[src/verilog/decoding_graph_pkg.sv]
package decoding_graph_pkg;

    // lattice size
    localparam int grid_width_x = 4;   // rows per round
    localparam int grid_width_z = 3;   // columns per round
    localparam int round_count = 3;    // one layer per measurement round

    localparam int pu_count_per_round = grid_width_x * grid_width_z;
    localparam int pu_count = pu_count_per_round * round_count;

    // coordinate field widths inside a node address
    localparam int x_bit_width = $clog2(grid_width_x);
    localparam int z_bit_width = $clog2(grid_width_z);
    localparam int u_bit_width = $clog2(round_count);
    localparam int address_width = u_bit_width + x_bit_width + z_bit_width;

    // edge growth
    localparam int link_weight = 2;    // growth units until an edge is fully grown
    localparam int growth_width = $clog2(link_weight + 1);

    localparam int neighbor_count = 6;

    // u in the top bits, then x, then z
    // so numeric order is round first, then row, then column
    typedef logic [address_width-1:0] node_address_t;

    typedef enum logic [1:0] {
        stage_idle,
        stage_load,    // shift one round into the lattice
        stage_grow,
        stage_merge
    } stage_e;

    // slot order of the neighbor vectors
    typedef enum logic [2:0] {
        dir_north,     // x - 1
        dir_south,     // x + 1
        dir_west,      // z - 1
        dir_east,      // z + 1
        dir_down,      // u - 1
        dir_up         // u + 1
    } direction_e;

    function automatic node_address_t make_node_address(int u, int x, int z);
        return {u[u_bit_width-1:0], x[x_bit_width-1:0], z[z_bit_width-1:0]};
    endfunction

endpackage

[src/verilog/processing_unit.sv]
`timescale 1ns/1ps

module processing_unit import decoding_graph_pkg::*; #(
    parameter node_address_t node_address = '0
) (
    input  logic                                  clk,
    input  logic                                  reset,
    input  stage_e                                stage_i,
    input  logic                                  measurement_i,
    output logic                                  measurement_o,
    input  logic [neighbor_count-1:0]             neighbor_fully_grown_i,
    input  logic [neighbor_count*address_width-1:0] neighbor_roots_i,
    output logic                                  defect_o,
    output node_address_t                         root_o,
    output logic                                  busy_o
);

    logic          measurement_q;
    node_address_t root_q;
    node_address_t merged_root;   // smallest root seen across grown edges
    logic          busy_q;

    // measurement bit, also the defect flag of this node
    always_ff @(posedge clk) begin
        if (reset) begin
            measurement_q <= 1'b0;
        end else if (stage_i == stage_load) begin
            measurement_q <= measurement_i;
        end
    end

    // running minimum over own root and every fully grown neighbor
    always_comb begin
        merged_root = root_q;
        for (int d = 0; d < neighbor_count; d++) begin
            if (neighbor_fully_grown_i[d] &&
                (neighbor_roots_i[d*address_width +: address_width] < merged_root)) begin
                merged_root = neighbor_roots_i[d*address_width +: address_width];
            end
        end
    end

    always_ff @(posedge clk) begin
        if (reset) begin
            root_q <= node_address;
        end else begin
            case (stage_i)
                stage_load:  root_q <= node_address;   // fresh round, every node alone
                stage_merge: root_q <= merged_root;
                default:     root_q <= root_q;
            endcase
        end
    end

    // busy marks a root that moved in the last merge cycle
    always_ff @(posedge clk) begin
        if (reset) begin
            busy_q <= 1'b0;
        end else begin
            busy_q <= (stage_i == stage_merge) && (merged_root != root_q);
        end
    end

    assign measurement_o = measurement_q;   // feeds the node one layer down
    assign defect_o = measurement_q;
    assign root_o = root_q;
    assign busy_o = busy_q;

endmodule

[src/verilog/neighbor_link.sv]
`timescale 1ns/1ps

module neighbor_link import decoding_graph_pkg::*; (
    input  logic   clk,
    input  logic   reset,
    input  stage_e stage_i,
    input  logic   a_defect_i,
    input  logic   b_defect_i,
    output logic   fully_grown_o
);

    localparam logic [growth_width-1:0] weight_full = growth_width'(link_weight);
    localparam logic [growth_width:0] weight_ext = (growth_width + 1)'(link_weight);

    logic [growth_width-1:0] growth_q;
    logic [growth_width:0]   growth_sum;   // one extra bit so the add cannot wrap

    // each defect endpoint adds one unit per grow cycle
    assign growth_sum = {1'b0, growth_q}
                      + {{growth_width{1'b0}}, a_defect_i}
                      + {{growth_width{1'b0}}, b_defect_i};

    always_ff @(posedge clk) begin
        if (reset) begin
            growth_q <= '0;
        end else begin
            case (stage_i)
                stage_load: growth_q <= '0;
                stage_grow: begin
                    if (growth_sum >= weight_ext) begin
                        growth_q <= weight_full;   // saturate
                    end else begin
                        growth_q <= growth_sum[growth_width-1:0];
                    end
                end
                default: growth_q <= growth_q;
            endcase
        end
    end

    // edge joins its two clusters once the counter is full
    assign fully_grown_o = (growth_q == weight_full);

endmodule

[src/verilog/decoding_graph.sv]
`timescale 1ns/1ps

module decoding_graph import decoding_graph_pkg::*; (
    input  logic                            clk,
    input  logic                            reset,
    input  stage_e                          stage_i,
    input  logic [pu_count_per_round-1:0]   measurements_i,
    output logic [pu_count*address_width-1:0] roots_o,
    output logic [pu_count-1:0]             busy_o
);

    // per node, index u*pu_count_per_round + x*grid_width_z + z
    logic [pu_count-1:0] measurement_in;
    logic [pu_count-1:0] measurement_out;
    logic [pu_count-1:0] defect;

    // edge state, owned by the lower-index endpoint
    // bits with no edge in that direction stay low
    logic [pu_count-1:0] ns_grown;   // node to its south neighbor
    logic [pu_count-1:0] ew_grown;   // node to its east neighbor
    logic [pu_count-1:0] ud_grown;   // node to the node above

    for (genvar u = 0; u < round_count; u++) begin : g_pu_u
        for (genvar x = 0; x < grid_width_x; x++) begin : g_pu_x
            for (genvar z = 0; z < grid_width_z; z++) begin : g_pu_z
                localparam int n = u*pu_count_per_round + x*grid_width_z + z;
                // off-lattice directions fall back to the node itself
                localparam int n_north = (x > 0) ? n - grid_width_z : n;
                localparam int n_south = (x < grid_width_x - 1) ? n + grid_width_z : n;
                localparam int n_west = (z > 0) ? n - 1 : n;
                localparam int n_east = (z < grid_width_z - 1) ? n + 1 : n;
                localparam int n_down = (u > 0) ? n - pu_count_per_round : n;
                localparam int n_up = (u < round_count - 1) ? n + pu_count_per_round : n;

                logic [neighbor_count-1:0]               nb_grown;
                logic [neighbor_count*address_width-1:0] nb_roots;

                assign nb_grown[dir_north] = (x > 0) && ns_grown[n_north];
                assign nb_grown[dir_south] = ns_grown[n];
                assign nb_grown[dir_west] = (z > 0) && ew_grown[n_west];
                assign nb_grown[dir_east] = ew_grown[n];
                assign nb_grown[dir_down] = (u > 0) && ud_grown[n_down];
                assign nb_grown[dir_up] = ud_grown[n];

                assign nb_roots[dir_north*address_width +: address_width] =
                    roots_o[n_north*address_width +: address_width];
                assign nb_roots[dir_south*address_width +: address_width] =
                    roots_o[n_south*address_width +: address_width];
                assign nb_roots[dir_west*address_width +: address_width] =
                    roots_o[n_west*address_width +: address_width];
                assign nb_roots[dir_east*address_width +: address_width] =
                    roots_o[n_east*address_width +: address_width];
                assign nb_roots[dir_down*address_width +: address_width] =
                    roots_o[n_down*address_width +: address_width];
                assign nb_roots[dir_up*address_width +: address_width] =
                    roots_o[n_up*address_width +: address_width];

                // measurements enter at the top layer and shift down
                if (u == round_count - 1) begin : g_top
                    assign measurement_in[n] = measurements_i[x*grid_width_z + z];
                end else begin : g_chain
                    assign measurement_in[n] = measurement_out[n + pu_count_per_round];
                end

                processing_unit #(
                    .node_address(make_node_address(u, x, z))
                ) pu (
                    .clk                    (clk),
                    .reset                  (reset),
                    .stage_i                (stage_i),
                    .measurement_i          (measurement_in[n]),
                    .measurement_o          (measurement_out[n]),
                    .neighbor_fully_grown_i (nb_grown),
                    .neighbor_roots_i       (nb_roots),
                    .defect_o               (defect[n]),
                    .root_o                 (roots_o[n*address_width +: address_width]),
                    .busy_o                 (busy_o[n])
                );
            end
        end
    end

    for (genvar u = 0; u < round_count; u++) begin : g_link_u
        for (genvar x = 0; x < grid_width_x; x++) begin : g_link_x
            for (genvar z = 0; z < grid_width_z; z++) begin : g_link_z
                localparam int n = u*pu_count_per_round + x*grid_width_z + z;

                if (x < grid_width_x - 1) begin : g_ns
                    neighbor_link ns_link (
                        .clk           (clk),
                        .reset         (reset),
                        .stage_i       (stage_i),
                        .a_defect_i    (defect[n]),
                        .b_defect_i    (defect[n + grid_width_z]),
                        .fully_grown_o (ns_grown[n])
                    );
                end else begin : g_ns_open
                    assign ns_grown[n] = 1'b0;
                end

                if (z < grid_width_z - 1) begin : g_ew
                    neighbor_link ew_link (
                        .clk           (clk),
                        .reset         (reset),
                        .stage_i       (stage_i),
                        .a_defect_i    (defect[n]),
                        .b_defect_i    (defect[n + 1]),
                        .fully_grown_o (ew_grown[n])
                    );
                end else begin : g_ew_open
                    assign ew_grown[n] = 1'b0;
                end

                if (u < round_count - 1) begin : g_ud
                    neighbor_link ud_link (
                        .clk           (clk),
                        .reset         (reset),
                        .stage_i       (stage_i),
                        .a_defect_i    (defect[n]),
                        .b_defect_i    (defect[n + pu_count_per_round]),
                        .fully_grown_o (ud_grown[n])
                    );
                end else begin : g_ud_open
                    assign ud_grown[n] = 1'b0;   // top layer has nothing above
                end
            end
        end
    end

endmodule

[config.mk]
export PLATFORM = sky130hd
export DESIGN_NAME = decoding_graph
export DESIGN_NICKNAME = d
export VERILOG_FILES = /design/src/verilog/decoding_graph_pkg.sv /design/src/verilog/processing_unit.sv /design/src/verilog/neighbor_link.sv /design/src/verilog/decoding_graph.sv
export SDC_FILE = /design/constraint.sdc
export NUM_CORES = 2
export LEC_CHECK = 0
export ABC_CLOCK_PERIOD_IN_PS = 12930
export BUFFER_PORTS_ARGS = -buffer_cell sky130_fd_sc_hd__buf_2
export CAP_MARGIN = 25
export CELL_PAD_IN_SITES_DETAIL_PLACEMENT = 1
export CELL_PAD_IN_SITES_GLOBAL_PLACEMENT = 1
export CORE_UTILIZATION = 48
export DETAILED_ROUTE_END_ITERATION = 6
export PLACE_DENSITY = 0.93
export SLEW_MARGIN = 15
export SYNTH_ARGS = -nofsm -noshare
export SYNTH_HDL_FRONTEND = slang
export SYNTH_SLANG_ARGS = --single-unit
[constraint.sdc]
create_clock -name clk -period 12.93 [get_ports clk]
set_clock_uncertainty 0.2 [all_clocks]
set_input_delay 1.9395 -clock clk [delete_from_list [all_inputs] [get_ports clk]]
set_output_delay 1.9395 -clock clk [all_outputs]
set_load 0.01 [all_outputs]
==> run summary <==
Slew HR: 22.3%
Delay of the slowest critical-path stage: 0.54 ns
Mux cell area share after synthesis: 9.40%
Initial Utilization: 48.6%
Critical path's most frequent cell: ha_1
R2R Path Start: g_pu_u[1].g_pu_x[2].g_pu_z[1].pu.root_o[4]
Clock Pin Slew Worst Setup and Hold Paths: 0.06 ns
Total GRT Usage: 43.8%
Final setup viols: 0
Hold Vio Cnt, Final: 0
R2r setup slk: 1.24 ns
Max Clk Rate: 85.5 MHz
Antenna-violating nets left: 0
RSZ-0062 raised after global routing: no
Drt first pass iters: 7
Yosys reg bits: 438
Hold Path Depth: 2
Synth area leader: ha_1
Area occupied by multi-input gates: 0.0371 mm2
Post-synth top flop: dfxtp_1
Syn Nets: 7315
Number of global-route vias before repair: 56100
Max Slew Vio Count: 0
Worst EP required: 13.27 ns
Post-synth EDFFs: 0
Failing checks: DRC
Final period utilization: 90.4%
Synthesized-area fraction occupied by and/or/nand/nor cells: 14.2%
Die area: 0.105 mm2
Root buffer cell: clkbuf_16
Post-DP HPWL: 169000 um
WL met3: 29900 um
Max layer used: met5
Core area: 0.102 mm2
Layout fillers: 12600
Fin Hold WS: 0.308 ns
Hold Path Class: flip-flop to flip-flop
Fraction of layout cells with a size suffix above 1: 11.6%
FF-to-FF path depth: 51
Drt wl/cell: 29.7 um
CTS tree: yes
M1 WL: 87100 um
Vias per cell: 6.82
TNS Setup: 0 ns
Post-Synth Adder-Cell Area: 23.4%
Yosys cell types: 117
Commonest cells post-synth: nor2_1, ha_1, inv_1
Sequential element share of the synthesized area: 17.6%
Slowest-stage cell, CP: or4_1
RD Place Congestion: 1.01
Max Buffers Root-to-Sink: 3
Compound-Gate Fraction of Synth Area: 24.0%
I/O pins: 268
WL met2: 99900 um
Synthesized instance count: 6419
Synth warn: 0
DR iter-0 viols: 6358
Crit path max fanout: 12
GRT overflow: 0
CTS Hold Bufs: 0
Max-cap violations: 0
Clock latency on the worst-skew pair: 0.72 ns
Crit start category: flip-flop
# H-tree levels: 2
PwrDens: 61.5 mW/mm2
Final WL: 238000 um
Post-CTS Resized: 0
Sequential cell area: 0.00877 mm2
Max VDD drop: 0.115 mV
CTS Buf Count: 56
Via Count: 54500
Synth area leaders: ha_1, dfxtp_1, a21oi_1
Most common cell in the netlist: nor2_1
Worst reg2reg path endpoint: g_pu_u[1].g_pu_x[2].g_pu_z[1].pu.busy_o
Num Clock Sinks: 438
DRC: 1
Crit Path Class: flip-flop to flip-flop
Final nets: 7472
Arr. time, crit path: 12.03 ns
Slew @ Worst Pin: 1.17 ns
Async S/R FF share, synth: 0%
Rows: 117
Avg Cell Area, Syn: 7.74 um2
PortBufs: 267
First-pass GRT wire length: 348000 um
Status: finished, violations left
Post-layout min period: 11.69 ns
Post-Synth XOR/XNOR Area: 3.45%
DIE HEIGHT: 324 um
Die W: 324 um
Post-synth top area share: 20.3%
Largest family of logic cells by synthesized area: compound AO/OA/AOI/OAI gates
Largest net degree at the start of global routing: 90
Area grow syn2layout: 10.3%
Setup bufs post-CTS: 0
Mapped Area: 0.0497 mm2
LEAKAGE: 25.1 nW
Initial antenna violation count: 14
Crit. End Element: flip-flop
==> logic make-up (layout without fill, tap and decap cells) <==
family / count (synthesis) / after routing
adders and majority gates: 884 / 884
muxes: 448 / 448
buffers and inverters: 1000 / 1204
AOI/OAI and AO/OA: 1876 / 1876
xor gates and xnor gates: 196 / 196
DFF: 438 / 438
other: 0 / 5
and+or+nand+nor: 1577 / 1577
==> flip-flops by register name (all words and copies together), names as in the netlist <==
register and flops:
g_pu_u.g_pu_x.g_pu_z.pu.root_o 216, g_link_u.g_link_x.g_link_z.g_ns.ns_link.growth_q 54, g_link_u.g_link_x.g_link_z.g_ew.ew_link.growth_q 48, g_link_u.g_link_x.g_link_z.g_ud.ud_link.growth_q 48, g_pu_u.g_pu_x.g_pu_z.pu.busy_o 36, g_pu_u.g_pu_x.g_pu_z.pu.defect_o 36
==> critical path: cells and delay by family, from the launching register on <==
family / cells / cell delay (ns)
muxes: 2 / 0.63
AOI/OAI and AO/OA: 25 / 5.13
xor gates and xnor gates: 1 / 0.23
DFF: 1 / 0.34
buffers and inverters: 3 / 0.48
adders and majority gates: 7 / 1.98
and+or+nand+nor: 13 / 2.49
==> worst max-delay path by stage <==
stage | start | to | slack [ns] | cells past startpoint
6_report | g_pu_u[1].g_pu_x[2].g_pu_z[1].pu.root_o[4] | g_pu_u[1].g_pu_x[2].g_pu_z[1].pu.busy_o | 1.24 | 51
5_1_grt | g_pu_u[1].g_pu_x[2].g_pu_z[1].pu.root_o[4] | g_pu_u[1].g_pu_x[2].g_pu_z[1].pu.busy_o | 0.52 | 51
4_1_cts | g_pu_u[1].g_pu_x[2].g_pu_z[1].pu.root_o[4] | g_pu_u[1].g_pu_x[2].g_pu_z[1].pu.busy_o | 1.46 | 51
3_5_place_dp | g_pu_u[1].g_pu_x[2].g_pu_z[1].pu.root_o[4] | g_pu_u[1].g_pu_x[2].g_pu_z[1].pu.busy_o | 1.47 | 51
3_3_place_gp | g_pu_u[1].g_pu_x[2].g_pu_z[1].pu.root_o[4] | g_pu_u[1].g_pu_x[2].g_pu_z[1].pu.busy_o | 1.82 | 51
2_1_floorplan | g_pu_u[1].g_pu_x[1].g_pu_z[1].pu.root_o[1] | g_pu_u[1].g_pu_x[1].g_pu_z[1].pu.busy_o | 2.50 | 56
==> cell type report <==
type / instances / area share (%)
Tap cell: 1368 / 3.12
Inverter: 651 / 4.46
Antenna cell: 5 / 0.0228
Sequential cell: 438 / 16.0
Clock inverter: 27 / 0.757
Multi-Input combinational cell: 4981 / 67.7
Clock buffer: 78 / 3.06
Timing Repair Buffer: 448 / 4.90
==> layout by cell type, fill, tap and decap left out, types with 13 or more instances in the layout <==
master,n
fa_1,75
nand2b_1,95
o21ai_1,44
mux2i_1,310
o2111ai_1,13
o21ai_0,329
a21oi_1,625
nand3_1,111
nor2_1,829
a22oi_1,76
inv_1,631
a31oi_1,51
clkbuf_8,15
ha_1,803
o31ai_1,14
nor4_1,28
a211o_1,33
nand4_1,19
o211ai_1,25
buf_2,271
o22ai_1,132
clkbuf_16,58
xor2_1,25
xnor2_1,171
nand2_1,286
and4_1,21
a211oi_1,56
dfxtp_1,438
o21bai_1,16
a221oi_1,16
o21a_1,126
or3_1,18
and2_1,22
mux2_2,126
a21o_1,154
nor3_1,48
buf_4,175
nor2b_1,39
==> stage by stage <==
stage,instance area [um2],utilization (%),power [mW],cells,setup slack [ns]
floorplan,49700,-,1.49,6419,2.50
global placement,52700,51.5,1.54,7880,1.82
detailed placement,52700,51.5,1.54,7880,1.47
CTS,54800,53.6,3.36,7985,1.46
global route,54800,53.7,3.43,7991,0.522
finish,54800,53.7,3.38,7996,1.24
==> per-layer routing <==
metal	vias to the layer above	GRT usage, %
met5	-	0
met4	20	33.6
met3	1372	13.8
met2	3686	65.7
met1	26500	52.1
li1	22900	-
==> report_power, final <==
| part | switching, mW | internal, mW | leakage (nW) |
|---|---|---|---|
| combinational | 0.121 | 0.0339 | 20.5 |
| sequential | 0.0146 | 1.35 | 3.53 |
| clock | 0.750 | 1.10 | 1.02 |
Note: power is estimated with default switching activity, not from simulation.
